File: config.mk
export PLATFORM = sky130hd
export DESIGN_NAME = rvfpm
export DESIGN_NICKNAME = d
export VERILOG_FILES = /design/src/fp_pkg.sv /design/src/xif_pkg.sv /design/src/fp_regfile.sv /design/src/fp_exec_unit.sv /design/src/exec_timer.sv /design/src/issue_ctrl.sv /design/src/rvfpm.sv
export SDC_FILE = /design/constraint.sdc
export NUM_CORES = 2
export LEC_CHECK = 0
export BUFFER_PORTS_ARGS = -buffer_cell sky130_fd_sc_hd__clkbuf_2
export CAP_MARGIN = 20
export CORE_MARGIN = 5
export CORE_UTILIZATION = 55
export DETAILED_ROUTE_END_ITERATION = 10
export PLACE_DENSITY = 0.75
export SYNTH_ARGS = -nofsm -noshare
export SYNTH_HDL_FRONTEND = slang
export SYNTH_SLANG_ARGS = --single-unit
File: constraint.sdc
create_clock -name uin_rvfpm -period 4.71 [get_ports uin_rvfpm]
set_input_delay 0.471 -clock uin_rvfpm [delete_from_list [all_inputs] [get_ports uin_rvfpm]]
set_output_delay 0.471 -clock uin_rvfpm [all_outputs]
set_load 0.1 [all_outputs]
File: src/fp_pkg.sv
// --------------------------------------------------
// Single-precision word layout, canonical NaN and
// fclass bit positions for the rvfpm coprocessor
// --------------------------------------------------
`default_nettype none

package fp_pkg;

  // FP word width and its fields
  localparam int unsigned flen  = 32;
  localparam int unsigned exp_w = 8;
  localparam int unsigned man_w = 23;

  // IEEE 754 binary32 split into its fields
  typedef struct packed {
    logic             sign;
    logic [exp_w-1:0] exponent;
    logic [man_w-1:0] mantissa;
  } fp_word_t;

  // Quiet NaN returned when min/max sees two NaNs
  localparam fp_word_t canonical_nan = 32'h7fc0_0000;

  // --------------------------------------------------
  // fclass mask, one bit per class
  // --------------------------------------------------
  localparam int unsigned cls_w            = 10;
  localparam int unsigned cls_neg_inf      = 0;
  localparam int unsigned cls_neg_normal   = 1;
  localparam int unsigned cls_neg_subnorm  = 2;
  localparam int unsigned cls_neg_zero     = 3;
  localparam int unsigned cls_pos_zero     = 4;
  localparam int unsigned cls_pos_subnorm  = 5;
  localparam int unsigned cls_pos_normal   = 6;
  localparam int unsigned cls_pos_inf      = 7;
  localparam int unsigned cls_snan         = 8;
  localparam int unsigned cls_qnan         = 9;

endpackage

`default_nettype wire

File: src/xif_pkg.sv
// --------------------------------------------------
// Coprocessor interface types: opcodes and the
// packed issue and result words
// --------------------------------------------------
`default_nettype none

package xif_pkg;

  // Instruction tag width
  localparam int unsigned id_w = 4;

  // Integer operand width, as on the core side
  localparam int unsigned xlen = 32;

  // Register index as in the instruction encoding
  typedef logic [4:0] reg_idx_t;

  // --------------------------------------------------
  // Supported F-extension operations
  // --------------------------------------------------
  typedef enum logic [3:0] {
    // Sign injection
    op_fsgnj,
    op_fsgnjn,
    op_fsgnjx,
    // Min and max
    op_fmin,
    op_fmax,
    // Quiet compares, integer result
    op_feq,
    op_flt,
    op_fle,
    // Classify, integer result
    op_fclass,
    // Bit moves between register files
    op_fmv_w_x,
    op_fmv_x_w
  } fp_op_e;

  // --------------------------------------------------
  // Issue word, held stable while issue_req is high
  // --------------------------------------------------
  typedef struct packed {
    fp_op_e          op;
    logic [id_w-1:0] id;
    reg_idx_t        rd;
    reg_idx_t        rs1;
    reg_idx_t        rs2;
    // Source for fmv.w.x only
    logic [xlen-1:0] int_operand;
  } issue_t;

  // Result word, held stable while result_req is high
  typedef struct packed {
    logic [id_w-1:0]          id;
    reg_idx_t                 rd;
    // Set when data went to the FP register file
    logic                     fp_write;
    logic [fp_pkg::flen-1:0]  data;
  } result_t;

endpackage

`default_nettype wire

File: src/fp_regfile.sv
// --------------------------------------------------
// FP register file, two combinational read ports
// and one clocked write port
// --------------------------------------------------
`timescale 1ns/1ns
`default_nettype none

module fp_regfile #(
  parameter int unsigned num_f_regs = 32
) (
  input  wire                uin_rvfpm,
  input  wire                arst_n,
  // Read ports
  input  xif_pkg::reg_idx_t  rs1,
  input  xif_pkg::reg_idx_t  rs2,
  output fp_pkg::fp_word_t   rs1_value,
  output fp_pkg::fp_word_t   rs2_value,
  // Write port
  input  wire                we,
  input  xif_pkg::reg_idx_t  waddr,
  input  fp_pkg::fp_word_t   wdata
);

  import fp_pkg::*;

  // Only the low index bits select a register
  localparam int unsigned idx_w = $clog2(num_f_regs);

  fp_word_t regs [num_f_regs];

  // --------------------------------------------------
  // Write port
  // --------------------------------------------------
  always_ff @(posedge uin_rvfpm or negedge arst_n) begin
    if (!arst_n) begin
      // All registers start at zero
      for (int i = 0; i < num_f_regs; i++) begin
        regs[i] <= '0;
      end
    end else if (we) begin
      regs[waddr[idx_w-1:0]] <= wdata;
    end
  end

  // --------------------------------------------------
  // Read ports
  // --------------------------------------------------
  // Combinational, same cycle as the index
  assign rs1_value = regs[rs1[idx_w-1:0]];
  assign rs2_value = regs[rs2[idx_w-1:0]];

endmodule

`default_nettype wire

File: src/fp_exec_unit.sv
// --------------------------------------------------
// Execute unit: operand register and the sign-inject,
// min/max, compare, classify and move datapath
// --------------------------------------------------
`timescale 1ns/1ns
`default_nettype none

module fp_exec_unit (
  input  wire               uin_rvfpm,
  input  wire               arst_n,
  input  wire               capture,
  input  xif_pkg::issue_t   issue,
  input  fp_pkg::fp_word_t  rs1_value,
  input  fp_pkg::fp_word_t  rs2_value,
  output xif_pkg::result_t  result,
  output logic              fp_write
);

  import fp_pkg::*;
  import xif_pkg::*;

  // Captured instruction and operands
  fp_op_e          op_q;
  logic [id_w-1:0] id_q;
  reg_idx_t        rd_q;
  fp_word_t        a_q;
  fp_word_t        b_q;

  // Operand properties
  logic a_nan;
  logic b_nan;
  logic any_nan;
  logic a_zero;
  logic both_zero;
  logic a_inf;
  logic a_subnorm;
  logic a_normal;

  // Comparison results
  logic a_lt_b;
  logic a_below_b;
  logic feq_r;
  logic flt_r;
  logic fle_r;

  fp_word_t         minmax_r;
  logic [cls_w-1:0] class_mask;
  logic [flen-1:0]  data_r;

  // --------------------------------------------------
  // Helpers
  // --------------------------------------------------
  function automatic logic is_nan(input fp_word_t x);
    return (x.exponent == '1) && (x.mantissa != '0);
  endfunction

  function automatic logic is_zero(input fp_word_t x);
    return (x.exponent == '0) && (x.mantissa != '0) == 1'b0;
  endfunction

  // Ordered less-than, both zeros compare equal
  function automatic logic fp_lt(input fp_word_t x, input fp_word_t y);
    logic lt;
    if (is_zero(x) && is_zero(y)) begin
      lt = 1'b0;
    end else if (x.sign != y.sign) begin
      // Negative side is smaller
      lt = x.sign;
    end else if (x.sign) begin
      // Both negative, larger magnitude is smaller
      lt = {x.exponent, x.mantissa} > {y.exponent, y.mantissa};
    end else begin
      lt = {x.exponent, x.mantissa} < {y.exponent, y.mantissa};
    end
    return lt;
  endfunction

  // --------------------------------------------------
  // Capture register
  // --------------------------------------------------
  always_ff @(posedge uin_rvfpm or negedge arst_n) begin
    if (!arst_n) begin
      op_q <= op_fsgnj;
      id_q <= '0;
      rd_q <= '0;
      a_q  <= '0;
      b_q  <= '0;
    end else if (capture) begin
      op_q <= issue.op;
      id_q <= issue.id;
      rd_q <= issue.rd;
      // fmv.w.x takes its bits from the integer side
      a_q  <= (issue.op == op_fmv_w_x) ? fp_word_t'(issue.int_operand) : rs1_value;
      b_q  <= rs2_value;
    end
  end

  // --------------------------------------------------
  // Operand decode and compares
  // --------------------------------------------------
  assign a_nan     = is_nan(a_q);
  assign b_nan     = is_nan(b_q);
  assign any_nan   = a_nan | b_nan;
  assign a_zero    = is_zero(a_q);
  assign both_zero = a_zero & is_zero(b_q);
  assign a_inf     = (a_q.exponent == '1) && (a_q.mantissa == '0);
  assign a_subnorm = (a_q.exponent == '0) && (a_q.mantissa != '0);
  assign a_normal  = (a_q.exponent != '0) && (a_q.exponent != '1);

  assign a_lt_b    = fp_lt(a_q, b_q);
  // For min/max -0 sits below +0
  assign a_below_b = both_zero ? (a_q.sign & ~b_q.sign) : a_lt_b;

  // Quiet compares, any NaN gives 0
  assign feq_r = ~any_nan & (both_zero | (a_q == b_q));
  assign flt_r = ~any_nan & a_lt_b;
  assign fle_r = flt_r | feq_r;

  // Min/max with NaN propagation rules
  always_comb begin
    if (a_nan && b_nan) begin
      minmax_r = canonical_nan;
    end else if (a_nan) begin
      minmax_r = b_q;
    end else if (b_nan) begin
      minmax_r = a_q;
    end else if (op_q == op_fmin) begin
      minmax_r = a_below_b ? a_q : b_q;
    end else begin
      minmax_r = a_below_b ? b_q : a_q;
    end
  end

  // One-hot class of rs1
  always_comb begin
    class_mask                  = '0;
    class_mask[cls_neg_inf]     = a_q.sign & a_inf;
    class_mask[cls_neg_normal]  = a_q.sign & a_normal;
    class_mask[cls_neg_subnorm] = a_q.sign & a_subnorm;
    class_mask[cls_neg_zero]    = a_q.sign & a_zero;
    class_mask[cls_pos_zero]    = ~a_q.sign & a_zero;
    class_mask[cls_pos_subnorm] = ~a_q.sign & a_subnorm;
    class_mask[cls_pos_normal]  = ~a_q.sign & a_normal;
    class_mask[cls_pos_inf]     = ~a_q.sign & a_inf;
    // Quiet bit is the mantissa MSB
    class_mask[cls_snan]        = a_nan & ~a_q.mantissa[man_w-1];
    class_mask[cls_qnan]        = a_nan & a_q.mantissa[man_w-1];
  end

  // --------------------------------------------------
  // Result select
  // --------------------------------------------------
  always_comb begin
    case (op_q)
      op_fsgnj:   data_r = {b_q.sign, a_q.exponent, a_q.mantissa};
      op_fsgnjn:  data_r = {~b_q.sign, a_q.exponent, a_q.mantissa};
      op_fsgnjx:  data_r = {a_q.sign ^ b_q.sign, a_q.exponent, a_q.mantissa};
      op_fmin,
      op_fmax:    data_r = minmax_r;
      op_feq:     data_r = {{(flen-1){1'b0}}, feq_r};
      op_flt:     data_r = {{(flen-1){1'b0}}, flt_r};
      op_fle:     data_r = {{(flen-1){1'b0}}, fle_r};
      op_fclass:  data_r = {{(flen-cls_w){1'b0}}, class_mask};
      // Moves copy the bits unchanged
      op_fmv_w_x,
      op_fmv_x_w: data_r = a_q;
      default:    data_r = '0;
    endcase
  end

  // FP destination for sign injection, min/max and fmv.w.x
  assign fp_write = op_q inside {op_fsgnj, op_fsgnjn, op_fsgnjx,
                                 op_fmin, op_fmax, op_fmv_w_x};

  assign result = '{id: id_q, rd: rd_q, fp_write: fp_write, data: data_r};

endmodule

`default_nettype wire

File: src/exec_timer.sv
// --------------------------------------------------
// Latency counter standing in for the execute
// pipeline, pulses done after pipeline_stages cycles
// --------------------------------------------------
`timescale 1ns/1ns
`default_nettype none

module exec_timer #(
  parameter int unsigned pipeline_stages = 3
) (
  input  wire  uin_rvfpm,
  input  wire  arst_n,
  input  wire  start,
  output logic done
);

  // Wide enough to hold pipeline_stages itself
  localparam int unsigned cnt_w = $clog2(pipeline_stages + 1);

  logic [cnt_w-1:0] count_q;

  // Load on start, count down to zero and stop
  always_ff @(posedge uin_rvfpm or negedge arst_n) begin
    if (!arst_n) begin
      count_q <= '0;
    end else if (start) begin
      count_q <= cnt_w'(pipeline_stages);
    end else if (count_q != '0) begin
      count_q <= count_q - 1'b1;
    end
  end

  // High for the one cycle in which the count steps to zero
  assign done = (count_q == cnt_w'(1));

endmodule

`default_nettype wire

File: src/issue_ctrl.sv
// --------------------------------------------------
// Handshake controller for the four-phase issue and
// result channels, steers timer, capture and write
// --------------------------------------------------
`timescale 1ns/1ns
`default_nettype none

module issue_ctrl (
  input  wire  uin_rvfpm,
  input  wire  arst_n,
  // Issue channel
  input  wire  issue_req,
  output logic issue_ack,
  // Result channel
  input  wire  result_ack,
  output logic result_req,
  // Internal control
  input  wire  timer_done,
  input  wire  fp_write,
  output logic capture,
  output logic timer_start,
  output logic rf_we
);

  // Main sequence, issue_ack runs beside it
  typedef enum logic [2:0] {
    idle,
    wait_req_low,
    execute,
    respond,
    wait_ack_low
  } state_e;

  state_e state_q;
  state_e state_d;
  logic   issue_ack_d;

  // --------------------------------------------------
  // Issue side
  // --------------------------------------------------
  // Take the instruction only from idle
  assign capture     = (state_q == idle) && issue_req;
  assign timer_start = capture;

  // Raise on capture, drop once the core releases req
  always_comb begin
    issue_ack_d = issue_ack;
    if (capture) begin
      issue_ack_d = 1'b1;
    end else if (issue_ack && !issue_req) begin
      issue_ack_d = 1'b0;
    end
  end

  // --------------------------------------------------
  // Next state
  // --------------------------------------------------
  always_comb begin
    state_d = state_q;
    case (state_q)
      idle: begin
        if (capture) begin
          state_d = execute;
        end
      end
      execute: begin
        if (timer_done) begin
          state_d = respond;
        end
      end
      respond: begin
        if (result_ack) begin
          state_d = wait_ack_low;
        end
      end
      wait_ack_low: begin
        // Issue handshake may still be open
        if (!result_ack) begin
          state_d = issue_ack_d ? wait_req_low : idle;
        end
      end
      wait_req_low: begin
        if (!issue_ack_d) begin
          state_d = idle;
        end
      end
      default: state_d = idle;
    endcase
  end

  // --------------------------------------------------
  // Registers
  // --------------------------------------------------
  always_ff @(posedge uin_rvfpm or negedge arst_n) begin
    if (!arst_n) begin
      state_q    <= idle;
      issue_ack  <= 1'b0;
      result_req <= 1'b0;
      rf_we      <= 1'b0;
    end else begin
      state_q    <= state_d;
      issue_ack  <= issue_ack_d;
      // High for the whole respond state
      result_req <= (state_d == respond);
      // Single write pulse, FP destinations only
      rf_we      <= (state_q == execute) && timer_done && fp_write;
    end
  end

endmodule

`default_nettype wire

File: src/rvfpm.sv
// --------------------------------------------------
// rvfpm top: FP coprocessor with issue/result
// handshakes, execute unit and FP register file
// --------------------------------------------------
`timescale 1ns/1ns
`default_nettype none

module rvfpm #(
  parameter int unsigned num_f_regs      = 32,
  parameter int unsigned pipeline_stages = 3
) (
  input  wire               uin_rvfpm,
  input  wire               arst_n,
  // Issue channel
  input  wire               issue_req,
  output logic              issue_ack,
  input  xif_pkg::issue_t   issue,
  // Result channel
  output logic              result_req,
  input  wire               result_ack,
  output xif_pkg::result_t  result
);

  import fp_pkg::*;

  // --------------------------------------------------
  // Internal wiring
  // --------------------------------------------------
  logic     capture;
  logic     timer_start;
  logic     timer_done;
  logic     rf_we;
  logic     fp_write;
  // Register file read data into the execute unit
  fp_word_t rs1_value;
  fp_word_t rs2_value;

  // Handshake control
  issue_ctrl i_issue_ctrl (
    .uin_rvfpm   (uin_rvfpm),
    .arst_n      (arst_n),
    .issue_req   (issue_req),
    .issue_ack   (issue_ack),
    .result_ack  (result_ack),
    .result_req  (result_req),
    .timer_done  (timer_done),
    .fp_write    (fp_write),
    .capture     (capture),
    .timer_start (timer_start),
    .rf_we       (rf_we)
  );

  // Execute latency model
  exec_timer #(
    .pipeline_stages (pipeline_stages)
  ) i_exec_timer (
    .uin_rvfpm (uin_rvfpm),
    .arst_n    (arst_n),
    .start     (timer_start),
    .done      (timer_done)
  );

  // Datapath, result held until next capture
  fp_exec_unit i_fp_exec_unit (
    .uin_rvfpm (uin_rvfpm),
    .arst_n    (arst_n),
    .capture   (capture),
    .issue     (issue),
    .rs1_value (rs1_value),
    .rs2_value (rs2_value),
    .result    (result),
    .fp_write  (fp_write)
  );

  // Reads from the issue word, writes from the result
  fp_regfile #(
    .num_f_regs (num_f_regs)
  ) i_fp_regfile (
    .uin_rvfpm (uin_rvfpm),
    .arst_n    (arst_n),
    .rs1       (issue.rs1),
    .rs2       (issue.rs2),
    .rs1_value (rs1_value),
    .rs2_value (rs2_value),
    .we        (rf_we),
    .waddr     (result.rd),
    .wdata     (result.data)
  );

endmodule

`default_nettype wire

==> flow_metrics.tcl <==
set metrics [dict create \
    clockBufferDepth 3 \
    drc_errors 0 \
    pin_count 103 \
    final_common_cell "dfrtp_1" \
    cp_data_required_time_ns 4.24 \
    via_per_inst 6.90 \
    async_flop_share_pct 100 \
    avgSynthCellArea_um2 12.0 \
    drive_gt1_share_pct 29.3 \
    grt_use_total_pct 32.7 \
    clk_latency_ns 0.70 \
    fin_skew_ns 0.0292 \
    layout.nets 4858 \
    start_kind "flip-flop" \
    cpPeakStageDelay_ns 0.60 \
    gp_congestion 0.944 \
    clock-root-buffer "clkbuf_16" \
    wl_met1_um 65100 \
    wire_per_inst_um 29.8 \
    power_density_nw_per_um2 484 \
    drv_cap 0 \
    portBuffers 102 \
    cp_max_fo 6 \
    yosysTopAreaCellShare_pct 48.2 \
    criticalPathCategory "flip-flop to primary output" \
    first_iter_violations 5531 \
    synth_edf_count 0 \
    hold_viol_final 0 \
    final-max-slew-violation-count 0 \
    fp.dieW_um 334 \
    drtAntennaViolNets 0 \
    tns_ns -0.348 \
    grt_pass1_vias 42900 \
    dp_hpwl_um 109000 \
    setup_viol 12 \
    synth-main-ff-cell "dfrtp_1" \
    critPathSlowestCell "nor4_1" \
    arrival_ns 4.30 \
    relSlewSlack_pct 17.7 \
    finalCritPeriodShare_pct 101 \
    fillers 7482 \
    num_vias 43000 \
    core_um2 104000 \
    wl_um 186000 \
    max_freq_mhz 210 \
    cp_top_family "simple AND/OR/NAND/NOR gates" \
    routed.top_layer "met5" \
    synthesis.instances 4784 \
    fin_ws_ns -0.0619 \
    crit_buf_inv 5 \
    synth_seq_cells 1109 \
    violations "setup timing" \
    outcome "complete, but fails checks" \
    synth_area_leaders "dfrtp_1, mux4_2, o21ai_0" \
    ys_warn_count 0 \
    worst_setup_path_end_kind "primary output" \
    path_cells "buf_4 > nor4_1 > nand4_1 > or4_4 > and2_4 > o211ai_2 > nand4_1 > buf_4 > buf_6 > mux2i_1 > o21a_2 > inv_1 > buf_12" \
    syn_nets 4879 \
    drt-pass1-iter-count 6 \
    placed_area_um2 60400 \
    syn_to_final_growth_pct 13.0 \
    ys_seq_area_share_pct 48.2 \
    die_area_um2 111000 \
    rows 118 \
    tritoncts "done" \
    synth_area_um2 57600 \
    htreeDepth 3 \
    max-vdd-ir-drop_mv 0.697 \
    dr_wl_met3_um 24900 \
    grt_max_degree 127 \
    finalNonFillerCells 6236 \
    yosysTopAreaCell "dfrtp_1" \
    final_cell_mix "dfrtp_1, nand2_1, o21ai_0" \
    placed_cells 5966 \
    start_util_pct 55.5 \
    post-route-min-period_ns 4.77 \
    cts_buffers 110 \
    leakage_nw 28.5 \
    regArea_um2 27800 \
    tightest_slew_ns 1.23 \
    clk_pin_slew_ns 0.06 \
    antenna_found_initial 10 \
    grt-ovfl-total 0 \
    final_cell_area_um2 65100 \
    cts_sinks 1109 \
    die_h_um 334 \
    multi_input_area_um2 28300 \
    grt_first_pass_wirelength_um 274000 \
    post_synth_num_cell_types 60 \
    worstHoldPathType "primary input to flip-flop" \
    dr_wl_met2_um 83200 \
]
[layer usage]
layer / up-vias / GRT usage [%]
met3: 751 / 10.1
li1: 17500 / -
met4: 14 / 18.3
met5: - / 0
met1: 21900 / 43.4
met2: 2852 / 48.7
[registers in the layout (all words and copies together), names as in the netlist]
signal,cells
i_fp_exec_unit.id_q,4
i_fp_regfile.regs,1024
i_exec_timer.count_q,2
i_fp_exec_unit.rd_q,5
i_issue_ctrl.result_req,1
i_issue_ctrl.state_q,3
i_fp_exec_unit.a_q,32
i_fp_exec_unit.b_q,32
i_fp_exec_unit.op_q,4
i_issue_ctrl.issue_ack,1
i_issue_ctrl.rf_we,1
[layout make-up]
class | instances | share of cell area, %
antenna | 1 | 0.00384
clock buffer | 159 | 4.96
clock inverter | 45 | 0.951
inverter | 64 | 0.369
multi-input combinational | 3150 | 43.4
sequential | 1109 | 42.7
tap | 1380 | 2.65
timing repair buffer | 328 | 4.97
[cell families (layout without fill, tap and decap cells)]
| family | after synthesis | after routing | share of synthesized area [%] |
|---|---|---|---|
| simple gates | 1174 | 1174 | 8.08 |
| compound gates | 1056 | 1061 | 9.80 |
| mux | 876 | 876 | 29.5 |
| flops | 1109 | 1109 | 48.2 |
| other cells | 0 | 1 | 0 |
| buf+inv | 530 | 596 | 3.67 |
| xor+xnor | 3 | 3 | 0.0456 |
| fa+ha+maj | 36 | 36 | 0.782 |
[tightest hold or removal path, cell delays in order]
cell and delay [ns]:
clkbuf_2 0.11, nand2_1 0.06, nand2_1 0.04
[where the power goes]
part           switching (W)  total (W)  internal (W)
sequential           0.00119     0.0119        0.0108
clock                0.00389    0.00941       0.00552
combinational        0.00631     0.0101       0.00383
total                 0.0114     0.0315        0.0201
[per-stage QoR]
step	util (%)	hold WS, ns	total power, W	worst slack, ns
after detailed placement	58.2	0.474	0.0209	0.182
after floorplan	-	0.175	0.0179	0.599
after CTS	62.1	0.0100	0.0306	-0.0522
after global routing	62.7	0.0484	0.0325	-0.0966
after global placement	58.2	0.459	0.0206	0.252
final	62.7	0.0187	0.0315	-0.0619
[Yosys cell counts (10+ instances only)]
| cell | number |
|---|---|
| o21ai_1 | 25 |
| buf_1 | 75 |
| clkbuf_1 | 314 |
| dfrtp_1 | 1109 |
| nand4_1 | 12 |
| mux2_2 | 161 |
| mux4_2 | 640 |
| o21a_1 | 12 |
| nor4_1 | 15 |
| nand2_1 | 898 |
| inv_1 | 64 |
| clkbuf_2 | 27 |
| o21ai_0 | 796 |
| buf_2 | 44 |
| a22oi_4 | 10 |
| nor2_1 | 190 |
| nor3_1 | 13 |
| a21oi_1 | 170 |
| ha_1 | 36 |
| mux2i_1 | 75 |
[worst paths after layout]
kind / start / endpoint / slack, ns / depth (start not counted)
max: i_fp_exec_unit.b_q[26] / result[2] / -0.06 / 13
max in group asynchronous: arst_n / i_fp_regfile.regs[826] / 2.91 / 3
max reg2reg: i_fp_exec_unit.b_q[26] / i_fp_regfile.regs[820] / 0.55 / 14
min in group asynchronous: arst_n / i_fp_regfile.regs[460] / 0.50 / 2
min: issue[54] / i_fp_exec_unit.op_q[3] / 0.02 / 3
min reg2reg: i_fp_exec_unit.id_q[3] / i_fp_exec_unit.id_q[3] / 0.48 / 2
[repair_timing]
| action | CTS | global route |
|---|---|---|
| pin swaps | 9 | 23 |
| buffers inserted | 12 | 35 |
| cloned | 0 | 5 |
| endpoints found under the setup margin | 30 | 30 |
| hold buffers | 8 | 0 |
| gates resized for setup | 18 | 38 |
| endpoints found under the hold margin | 95 | 0 |
No activity file was read; power rests on OpenSTA's default activity.
